`src/verilog/host_bridge_pkg.sv`:
```
package host_bridge_pkg;

  localparam int byte_w      = 8;   // one host byte
  localparam int word_w      = 16;  // memory data word
  localparam int addr_w      = 24;  // three address bytes
  localparam int frame_bits  = 16;  // payload bits after the start bit
  localparam int sync_stages = 2;   // flops per synchronised host line

  // command codes, one byte each
  localparam logic [byte_w-1:0] cmd_none        = 8'h00;
  localparam logic [byte_w-1:0] cmd_set_data_lo = 8'h10;  // wdata[7:0]
  localparam logic [byte_w-1:0] cmd_set_data_hi = 8'h11;  // wdata[15:8]
  localparam logic [byte_w-1:0] cmd_set_addr0   = 8'h12;  // addr[7:0]
  localparam logic [byte_w-1:0] cmd_set_addr1   = 8'h13;
  localparam logic [byte_w-1:0] cmd_set_addr2   = 8'h14;  // addr[23:16]
  localparam logic [byte_w-1:0] cmd_mode_sd     = 8'h21;  // 640x480
  localparam logic [byte_w-1:0] cmd_mode_hd     = 8'h22;  // 1024x768
  localparam logic [byte_w-1:0] cmd_mem_write   = 8'hA0;
  localparam logic [byte_w-1:0] cmd_mem_read    = 8'hA1;  // answers with a reply

  // one received host frame
  typedef struct packed {
    logic [byte_w-1:0] code;  // sent first on the line
    logic [byte_w-1:0] arg;
  } host_frame_t;

  // single-word memory request, held until ack
  typedef struct packed {
    logic              read;
    logic              write;
    logic [addr_w-1:0] addr;
    logic [word_w-1:0] wdata;
  } mem_req_t;

endpackage

```
`src/verilog/strobe_sync.sv`:
```
module strobe_sync import host_bridge_pkg::*; (
  input  logic sys_clk,
  input  logic sys_rst_n,
  input  logic host_strobe,
  input  logic host_bit,
  output logic strobe_rise,
  output logic bit_sync
);

  logic [sync_stages-1:0] strobe_meta;  // strobe sync chain
  logic [sync_stages-1:0] bit_meta;     // bit sync chain
  logic                   strobe_prev;  // edge register

  always_ff @(posedge sys_clk or negedge sys_rst_n) begin
    if (!sys_rst_n) begin
      strobe_meta <= '0;
      bit_meta    <= '0;
      strobe_prev <= 1'b0;
      strobe_rise <= 1'b0;
      bit_sync    <= 1'b0;
    end else begin
      strobe_meta <= {strobe_meta[sync_stages-2:0], host_strobe};
      bit_meta    <= {bit_meta[sync_stages-2:0], host_bit};
      strobe_prev <= strobe_meta[sync_stages-1];
      strobe_rise <= strobe_meta[sync_stages-1] & ~strobe_prev;  // 3 cycles after raw edge
      bit_sync    <= bit_meta[sync_stages-1];  // same depth as the pulse
    end
  end

endmodule

```
`src/verilog/host_frame_rx.sv`:
```
module host_frame_rx import host_bridge_pkg::*; (
  input  logic        sys_clk,
  input  logic        sys_rst_n,
  input  logic        strobe_rise,
  input  logic        bit_sync,
  input  logic        frame_taken,
  output logic        frame_valid,
  output host_frame_t frame
);

  logic                  rx_active;  // between start bit and last payload bit
  logic [4:0]            bit_cnt;    // payload bits received so far
  logic [frame_bits-1:0] shift_q;
  logic [frame_bits-1:0] shift_nxt;
  logic                  last_bit;

  assign shift_nxt = {bit_sync, shift_q[frame_bits-1:1]};  // lsb first
  assign last_bit  = rx_active && strobe_rise && (bit_cnt == 5'(frame_bits - 1));

  always_ff @(posedge sys_clk or negedge sys_rst_n) begin
    if (!sys_rst_n) begin
      rx_active   <= 1'b0;
      bit_cnt     <= '0;
      frame_valid <= 1'b0;
    end else begin
      if (frame_taken) begin
        frame_valid <= 1'b0;
      end
      if (!rx_active) begin
        // start bit only when the last frame is gone
        if (strobe_rise && bit_sync && !frame_valid) begin
          rx_active <= 1'b1;
          bit_cnt   <= '0;
        end
      end else if (last_bit) begin
        rx_active   <= 1'b0;
        frame_valid <= 1'b1;  // held until taken
      end else if (strobe_rise) begin
        bit_cnt <= bit_cnt + 5'd1;
      end
    end
  end

  always_ff @(posedge sys_clk) begin
    if (rx_active && strobe_rise) begin
      shift_q <= shift_nxt;
    end
    if (last_bit) begin
      frame.code <= shift_nxt[byte_w-1:0];           // first byte on the line
      frame.arg  <= shift_nxt[frame_bits-1:byte_w];
    end
  end

  // engine may sample the frame any time until it takes it
  assert property (@(posedge sys_clk) disable iff (!sys_rst_n)
    frame_valid && !frame_taken |=> $stable(frame))
    else $error("frame changed while waiting for the engine");

endmodule

```
`src/verilog/host_reply_tx.sv`:
```
module host_reply_tx import host_bridge_pkg::*; (
  input  logic              sys_clk,
  input  logic              sys_rst_n,
  input  logic              strobe_rise,
  input  logic              reply_start,
  input  logic [word_w-1:0] reply_word,
  output logic              reply_bit
);

  logic              tx_active;
  logic [4:0]        bit_cnt;  // 0 start, 1..16 data, 17 stop
  logic [word_w-1:0] shift_q;
  logic              tx_step;

  assign tx_step = tx_active && strobe_rise;

  always_ff @(posedge sys_clk or negedge sys_rst_n) begin
    if (!sys_rst_n) begin
      tx_active <= 1'b0;
      bit_cnt   <= '0;
      reply_bit <= 1'b0;
    end else if (reply_start) begin
      tx_active <= 1'b1;
      bit_cnt   <= '0;
    end else if (tx_step) begin
      bit_cnt <= bit_cnt + 5'd1;
      if (bit_cnt == 5'd0) begin
        reply_bit <= 1'b1;  // start bit
      end else if (bit_cnt == 5'(word_w + 1)) begin
        reply_bit <= 1'b0;  // stop bit, line back to idle
        tx_active <= 1'b0;
      end else begin
        reply_bit <= shift_q[0];
      end
    end
  end

  // word shifts out lsb first after the start bit
  always_ff @(posedge sys_clk) begin
    if (reply_start) begin
      shift_q <= reply_word;
    end else if (tx_step && bit_cnt != 5'd0) begin
      shift_q <= shift_q >> 1;
    end
  end

  assert property (@(posedge sys_clk) disable iff (!sys_rst_n)
    !tx_active |-> !reply_bit)
    else $error("reply line high while transmitter idle");

endmodule

```
`src/verilog/command_engine.sv`:
```
module command_engine import host_bridge_pkg::*; (
  input  logic              sys_clk,
  input  logic              sys_rst_n,
  input  logic              frame_valid,
  input  host_frame_t       frame,
  output logic              frame_taken,
  output mem_req_t          mem_req,
  input  logic              mem_ack,
  input  logic [word_w-1:0] mem_rdata,
  output logic              reply_start,
  output logic [word_w-1:0] reply_word,
  output logic              video_mode_hd,
  output logic              busy
);

  typedef enum logic [1:0] {
    st_idle,
    st_exec,  // decode and run one command
    st_mem    // waiting for mem_ack
  } state_t;

  state_t            state;
  logic [byte_w-1:0] code_q;
  logic [byte_w-1:0] arg_q;
  logic [byte_w-1:0] data_lo;
  logic [byte_w-1:0] data_hi;
  logic [byte_w-1:0] addr0;
  logic [byte_w-1:0] addr1;
  logic [byte_w-1:0] addr2;
  logic              req_read;
  logic              req_write;
  logic [addr_w-1:0] req_addr;
  logic [word_w-1:0] req_wdata;
  logic              is_mem_code;

  assign frame_taken = frame_valid && (state == st_idle);
  assign busy        = (state != st_idle);
  assign is_mem_code = (code_q == cmd_mem_write) || (code_q == cmd_mem_read);

  assign mem_req = '{read: req_read, write: req_write, addr: req_addr, wdata: req_wdata};

  always_ff @(posedge sys_clk or negedge sys_rst_n) begin
    if (!sys_rst_n) begin
      state         <= st_idle;
      code_q        <= cmd_none;
      arg_q         <= '0;
      data_lo       <= '0;
      data_hi       <= '0;
      addr0         <= '0;
      addr1         <= '0;
      addr2         <= '0;
      video_mode_hd <= 1'b0;
      req_read      <= 1'b0;
      req_write     <= 1'b0;
      reply_start   <= 1'b0;
    end else begin
      reply_start <= 1'b0;
      case (state)
        st_idle: begin
          if (frame_taken) begin
            code_q <= frame.code;
            arg_q  <= frame.arg;
            state  <= st_exec;
          end
        end
        st_exec: begin
          state <= st_idle;  // most codes finish here
          case (code_q)
            cmd_set_data_lo: data_lo <= arg_q;
            cmd_set_data_hi: data_hi <= arg_q;
            cmd_set_addr0:   addr0   <= arg_q;
            cmd_set_addr1:   addr1   <= arg_q;
            cmd_set_addr2:   addr2   <= arg_q;
            cmd_mode_sd:     video_mode_hd <= 1'b0;
            cmd_mode_hd:     video_mode_hd <= 1'b1;
            cmd_mem_write: begin
              req_write <= 1'b1;
              state     <= st_mem;
            end
            cmd_mem_read: begin
              req_read <= 1'b1;
              state    <= st_mem;
            end
            default: ;  // unknown code, done with no effect
          endcase
        end
        st_mem: begin
          if (mem_ack) begin
            req_read    <= 1'b0;
            req_write   <= 1'b0;
            reply_start <= req_read;  // only reads answer the host
            state       <= st_idle;
          end
        end
        default: state <= st_idle;
      endcase
    end
  end

  always_ff @(posedge sys_clk) begin
    if (state == st_exec && is_mem_code) begin
      req_addr  <= {addr2, addr1, addr0};
      req_wdata <= {data_hi, data_lo};
    end
    if (state == st_mem && mem_ack) begin
      reply_word <= mem_rdata;  // rdata only valid with the ack
    end
  end

  assert property (@(posedge sys_clk) disable iff (!sys_rst_n)
    !(mem_req.read && mem_req.write))
    else $error("read and write requested together");

  // memory side may sample any cycle before it acks
  assert property (@(posedge sys_clk) disable iff (!sys_rst_n)
    (mem_req.read || mem_req.write) && !mem_ack |=> $stable(mem_req))
    else $error("memory request changed before ack");

endmodule

```
`src/verilog/host_bridge_top.sv`:
```
module host_bridge_top import host_bridge_pkg::*; (
  input  logic              sys_clk,
  input  logic              sys_rst_n,
  input  logic              host_strobe,
  input  logic              host_bit,
  output logic              reply_bit,
  output mem_req_t          mem_req,
  input  logic              mem_ack,
  input  logic [word_w-1:0] mem_rdata,
  output logic              video_mode_hd,
  output logic              busy
);

  logic              strobe_rise;  // one pulse per host strobe
  logic              bit_sync;
  logic              frame_valid;
  logic              frame_taken;
  host_frame_t       frame;
  logic              reply_start;
  logic [word_w-1:0] reply_word;

  strobe_sync u_strobe_sync (
    .sys_clk     (sys_clk),
    .sys_rst_n   (sys_rst_n),
    .host_strobe (host_strobe),
    .host_bit    (host_bit),
    .strobe_rise (strobe_rise),
    .bit_sync    (bit_sync)
  );

  host_frame_rx u_frame_rx (
    .sys_clk     (sys_clk),
    .sys_rst_n   (sys_rst_n),
    .strobe_rise (strobe_rise),
    .bit_sync    (bit_sync),
    .frame_taken (frame_taken),
    .frame_valid (frame_valid),
    .frame       (frame)
  );

  host_reply_tx u_reply_tx (
    .sys_clk     (sys_clk),
    .sys_rst_n   (sys_rst_n),
    .strobe_rise (strobe_rise),  // reply shares the host strobe
    .reply_start (reply_start),
    .reply_word  (reply_word),
    .reply_bit   (reply_bit)
  );

  command_engine u_engine (
    .sys_clk       (sys_clk),
    .sys_rst_n     (sys_rst_n),
    .frame_valid   (frame_valid),
    .frame         (frame),
    .frame_taken   (frame_taken),
    .mem_req       (mem_req),
    .mem_ack       (mem_ack),
    .mem_rdata     (mem_rdata),
    .reply_start   (reply_start),
    .reply_word    (reply_word),
    .video_mode_hd (video_mode_hd),
    .busy          (busy)
  );

endmodule

```
`config.mk`:
```
export PLATFORM = sky130hd
export DESIGN_NAME = host_bridge_top
export DESIGN_NICKNAME = d
export VERILOG_FILES = /design/src/verilog/host_bridge_pkg.sv /design/src/verilog/strobe_sync.sv /design/src/verilog/host_frame_rx.sv /design/src/verilog/host_reply_tx.sv /design/src/verilog/command_engine.sv /design/src/verilog/host_bridge_top.sv
export SDC_FILE = /design/constraint.sdc
export NUM_CORES = 1
export LEC_CHECK = 0
export ABC_CLOCK_PERIOD_IN_PS = 2000
export BUFFER_PORTS_ARGS = -buffer_cell sky130_fd_sc_hd__buf_2
export CAP_MARGIN = 20
export CORE_MARGIN = 2
export CORE_UTILIZATION = 40
export CTS_BUF_LIST = sky130_fd_sc_hd__clkbuf_8
export CTS_CLUSTER_SIZE = 25
export DETAILED_ROUTE_END_ITERATION = 12
export MAX_ROUTING_LAYER = met4
export PLACE_DENSITY = 0.63
export SYNTH_ARGS = -nofsm -noshare
export SYNTH_HDL_FRONTEND = slang
export SYNTH_SLANG_ARGS = --single-unit
export TNS_END_PERCENT = 100
```
`constraint.sdc`:
```
create_clock -name sys_clk -period 2 [get_ports sys_clk]
set_input_delay 0.4 -clock sys_clk [delete_from_list [all_inputs] [get_ports sys_clk]]
set_output_delay 0.4 -clock sys_clk [all_outputs]
set_load 0.05 [all_outputs]
```
==> After elaboration in Yosys (flattened, before gate mapping) <==
Index checks and enable logic that the tools add are counted.
{ "word_totals": {"ff_bits": 187, "output_inout_bits": 45, "wordCells": 122} }
{ "op_classes": {"add_sub_neg": 2, "eq_ne": 20, "n_mux": 32, "bitwise_logic": 3, "n_reduce_logical": 35} }
{ "ops": {"columns": ["op", "count"], "rows": [
  ["$eq 8x5->1 const B", 5],
  ["$mux 16", 2],
  ["$mux 5", 6],
  ["$reduce_and 2->1", 9],
  ["$mux 1", 17],
  ["$eq 8x6->1 const B", 2],
  ["$eq 8x8->1 const B", 2],
  ["$reduce_bool 2->1", 7],
  ["$reduce_and 3->1", 4],
  ["$add 5x1->5 const B", 2],
  ["$logic_and 1x1->1", 9],
  ["$ne 2x2->1 const B", 4],
  ["$mux 2", 3],
  ["$ne 2x1->1 const B", 3],
  ["$pmux 1 s2", 3],
  ["$pmux 2 s3", 1],
  ["$eq 5x4->1 const B", 1],
  ["$eq 5x5->1 const B", 1],
  ["$logic_not 5->1", 1],
  ["$reduce_bool 5->1", 1],
  ["$eq 2x1->1 const B", 1],
  ["$eq 2x2->1 const B", 1],
  ["$logic_not 2->1", 1],
  ["$not 1->1", 2],
  ["4 further kinds", 4]
]} }

==> Depth between registers and ports, before layout <==
{ "depth": {"word_depth": 5, "depth_mapped": 6, "ltp_nobuf": 6} }

==> By module <==
From an unflattened synthesis, not the netlist that was laid out.
{ "unflattened": {"hier_cells": 354, "hier_area_um2": 6685.2} }
{ "modules_own_cells": {"columns": ["mod", "instances", "cells_per_inst", "area_each_um2", "seq_area_each_um2"], "rows": [
  ["command_engine", 1, 211, 4151.5, 3233.1],
  ["host_frame_rx", 1, 61, 1292.5, 1106.1],
  ["host_reply_tx", 1, 74, 1052.3, 655.6],
  ["strobe_sync", 1, 8, 188.9, 175.2]
]} }

==> Worst setup path before layout <==
Ideal clock, no wire load.
{ "synth_path": {"path_kind": "register to register", "start": "register u_engine.state[1]", "end": "register u_engine.req_addr[0] (enable)", "arrival_time_ps": 1775, "slack_ps": -169, "path_stages_with_launch": 4, "period_less_slack_ps": 2169, "path_cell_list": "dfrtp_1 > nor4b_2 > nand3b_1 > inv_1"} }
{ "synth_via": {"elab_chain_cells": 2} }
{ "synth_rtl": {"columns": ["element", "line_no", "rtl"], "rows": [
  ["from (decl)", "command_engine.sv:22", "state_t state;"],
  ["from (signal assigned)", "command_engine.sv:44", "state <= st_idle;"],
  ["from (signal assigned)", "command_engine.sv:63", "state <= st_exec;"],
  ["from (signal assigned)", "command_engine.sv:67", "state <= st_idle;"],
  ["$eq 2x1->1", "command_engine.sv:101", "if (state == st_exec && is_mem_code) begin"],
  ["$logic_and 1x1->1", "command_engine.sv:101", null],
  ["to (signal assigned)", "command_engine.sv:102", "req_addr <= {addr2, addr1, addr0};"],
  ["to (decl)", "command_engine.sv:32", "logic [addr_w-1:0] req_addr;"]
]} }
No other way between the ends.
A chain may end at the register's enable or synchronous reset.

==> Final worst setup path <==
{ "layout_path": {"start": "register u_engine.state[1]", "end": "register u_engine.data_lo[4]"} }
{ "layout_via": {"elab_chain_cells": 2} }
{ "layout_rtl": {"columns": ["element", "line_no", "rtl"], "rows": [
  ["$eq 2x1->1", "command_engine.sv:58", "case (state)"],
  ["$reduce_and 2->1 (no line)", null, null],
  ["to (signal assigned)", "command_engine.sv:69", "cmd_set_data_lo: data_lo <= arg_q;"],
  ["to (decl)", "command_engine.sv:25", "logic [byte_w-1:0] data_lo;"]
]} }
No other way between the ends.

==> key figures <==
Worst setup path
  – CP Capture Type: flip-flop
  – CP max FO: 8
  – R2r setup slk: 0.06 ns
  – Critical Path AT: ~2.3 ns
  – Critical path type: flip-flop to flip-flop
  – Worst setup SP type: flip-flop
  – Critical path data required time: about 2.3 ns

Detailed routing
  – Routed WL per cell: between 15 and 20 um
  – DR vias/cell: approximately 4.8
  – Final ANT Viol Nets: 0
  – Initial DRC Count: roughly 150
  – Total routed wirelength: between 10 and 15 mm
  – Residual DRC count: 0
  – Initial DRT Pass Iterations: 6
  – Vias: approximately 3,200

Synthesis
  – Synthesized area per cell: between 15 and 20 um^2
  – Mapped Area: 6640 um^2
  – Async set or reset register ratio after synthesis: between 40 and 50%
  – YS warnings: 0
  – Post-synth EDFFs: between 100 and 150
  – Sequential area share after synthesis: a little under 80%
  – Main flop type after synthesis: edfxtp_1
  – Syn nets: 381
  – Synthesized flop and latch total: between 150 and 200
  – Count of cell types in the netlist: 43
  – Gate Count Post-Synth: roughly 360

Clock tree
  – CTS Sinks: roughly 190
  – Clock root cell: clkbuf_8
  – Total CTS buffers: 17
  – Clock transition at path regs: around 0.090 ns
  – CTS H-tree depth: 4
  – Buffer count from post-CTS setup fixing: 0
  – CTS Buffer Depth: 2
  – Clk Latency, worst-skew pair: between 0.4 and 0.5 ns
  – CTS tree: built

GRT
  – Initial antenna violation count: 0
  – Largest net degree at the start of global routing: 41
  – First-pass GRT wire length: 17.6 mm
  – Remaining global-route overflow: 0
  – Vias in the first global route: around 3,300
  – GR Util All Layers: between 10% and 20%

Die
  – Row cnt: between 40 and 50
  – Die width: 133 um
  – Die area: about 18,000 um^2
  – Starting density of the core: around 40%
  – Core Box Area: approximately 16,000 um^2
  – Boundary Pins: 66
  – Chip height: ~130 um

Timing
  – Number of setup violations in the final report: 0
  – Slew margin rel.: between 50% and 60%
  – Slew Limit Fails: 0
  – RSZ-0062 raised after global routing: no
  – Worst slew pin tran: 0.676 ns
  – Final Cycle Share: a little over nine tenths
  – Tmin final: roughly 1.9 ns
  – Final Skew: around 0.01 ns
  – Max Fclk: 515 MHz
  – Final Hold Fails: 0
  – Setup_tns: 0 ns

Power
  – PD cells: 892 nW/um^2
  – Sequential share of power: roughly 63%
  – Switching part of the total: a little under a quarter
  – Share of total power in the clock network: around a third
  – Peak VDD IR: 462 uV
  – Switch Pwr: 1640 uW
  – LEAKAGE: about 0.0033 uW
  – Int Pwr: 5220 uW
  – Combinational power share: between 4 and 5%

Finish
  – Commonest cells after routing, fill and taps aside: 103 x edfxtp_1, 83 x dfrtp_1, 72 x mux2_2
  – Area growth syn-to-layout: 15.9%
  – # nets final: between 400 and 500
  – Layout cells sized above 1: around 42%
  – Commonest non-fill, non-tap cell in the layout: edfxtp_1
  – N_diodes: 0
  – Post-route design area: just under 8000 um^2

Outcome
  – Status: finished, final reports clean

Job
  – Max-cap violations: 0

Placed design
  – DP HPWL: a little over 7 mm
  – DP Area: 7320 um^2
  – Gpl congestion: between 0.7 and 0.8
  – PortBufs: 65

Hold path
  – Min-Delay Path Class: input pin to flip-flop
==> through the flow <==
| step | std cells | hold WS (ns) | setup slack (ns) | util [%] | total power, uW |
|---|---|---|---|---|---|
| 2_1_floorplan | 355 | 0.104 | 0.00951 | - | 4570 |
| 3_3_place_gp | 641 | 0.334 | 0.115 | 44.6 | 4690 |
| 3_5_place_dp | 641 | 0.336 | 0.0637 | 44.6 | 4720 |
| 4_1_cts | 674 | 0.0217 | 0.0545 | 46.8 | 6940 |
| 5_1_grt | 674 | 0.0177 | 0.00397 | 46.9 | 7170 |
| 6_report | 674 | 0.0511 | 0.0583 | 46.9 | 6860 |
==> final timing paths <==
| check | startpoint | end | depth (start not counted) |
|---|---|---|---|
| hold reg to reg | u_strobe_sync.strobe_meta[0] | u_strobe_sync.strobe_meta[1] | 0 |
| setup / recovery | u_engine.state[1] | u_engine.data_lo[4] | 4 |
| setup reg to reg | u_engine.state[1] | u_engine.data_lo[4] | 4 |
| min in group asynchronous | sys_rst_n | u_frame_rx.frame_valid | 2 |
| hold / removal | host_strobe | u_strobe_sync.strobe_meta[0] | 1 |
| max in group asynchronous | sys_rst_n | u_reply_tx.bit_cnt[3] | 3 |
==> power groups by stage <==
stage | Sequential (uW) | Combinational (uW) | Clock (uW)
final | 4320 | 316 | 2220
after global routing | 4350 | 356 | 2460
after CTS | 4320 | 323 | 2290
after detailed placement | 4400 | 318 | 0
after global placement | 4390 | 304 | 0
after floorplan | 4340 | 231 | 0
==> per-layer routing <==
| metal | wire length (um) | up-vias | part of all wire [%] | global-route usage (%) |
|---|---|---|---|---|
| met2 | 5220 | 49 | 48 | 20.6 |
| met5 | 0 | - | 0 | - |
| met1 | 5070 | 1671 | 47 | 17.1 |
| met3 | 398 | 12 | 3.7 | 4.37 |
| li1 | - | 1501 | - | - |
| met4 | 147 | 0 | 1.4 | 4.48 |
==> cells in the mapped netlist (5+ instances only) <==
cell | number | share of area (%)
a21oi_1 | 5 | 0.38
clkbuf_1 | 6 | 0.34
dfrtp_1 | 83 | 31
edfxtp_1 | 103 | 47
ha_1 | 5 | 0.94
inv_1 | 9 | 0.51
mux2_2 | 72 | 12
nand2_1 | 5 | 0.28
nor2_1 | 6 | 0.34
o21ai_0 | 7 | 0.53
==> cell type report <==
class                   count  area [um^2]
fillers                  1393         8710
flip-flops and latches    186         5170
multi-input cells         149         1390
repair buffers             78          465
well taps                 220          275
clock buffers              17          234
clock inverters            15          119
inverters                   9         37.5
==> logic make-up after synthesis <==
family / count (synthesis) / share of synthesized area, %
and+or+nand+nor: 44 / 4.75
AOI/OAI and AO/OA: 25 / 2.53
adders and majority gates: 5 / 0.942
DFF: 186 / 77.9
muxes: 72 / 12.2
buffers and inverters: 20 / 1.30
xor gates and xnor gates: 3 / 0.396
==> worst max-delay path, cell delays in order, from the launching register on <==
cell and delay [ns]:
dfrtp_1 0.47, or4b_4 0.60, nor4b_4 0.21, buf_4 0.20, mux2_2 0.35
==> repair_timing <==
item	CTS	global route
endpoints found under the hold margin	38	0
resized for setup	0	3
endpoints found under the setup margin	0	34
hold buffers	1	0
==> registers in the layout, summed over array words and instances, names as in the netlist, 2 cells and up <==
| signal | flops |
|---|---|
| u_engine.req_addr | 24 |
| u_engine.reply_word | 16 |
| u_engine.req_wdata | 16 |
| u_frame_rx.frame | 16 |
| u_reply_tx.shift_q | 16 |
| u_frame_rx.shift_q | 15 |
| u_engine.addr0 | 8 |
| u_engine.addr1 | 8 |
| u_engine.addr2 | 8 |
| u_engine.arg_q | 8 |
| u_engine.code_q | 8 |
| u_engine.data_hi | 8 |
| u_engine.data_lo | 8 |
| u_frame_rx.bit_cnt | 5 |
| u_reply_tx.bit_cnt | 5 |
| u_engine.state | 2 |
| u_strobe_sync.bit_meta | 2 |
| u_strobe_sync.strobe_meta | 2 |
Note: power is estimated with default switching activity, not from simulation.
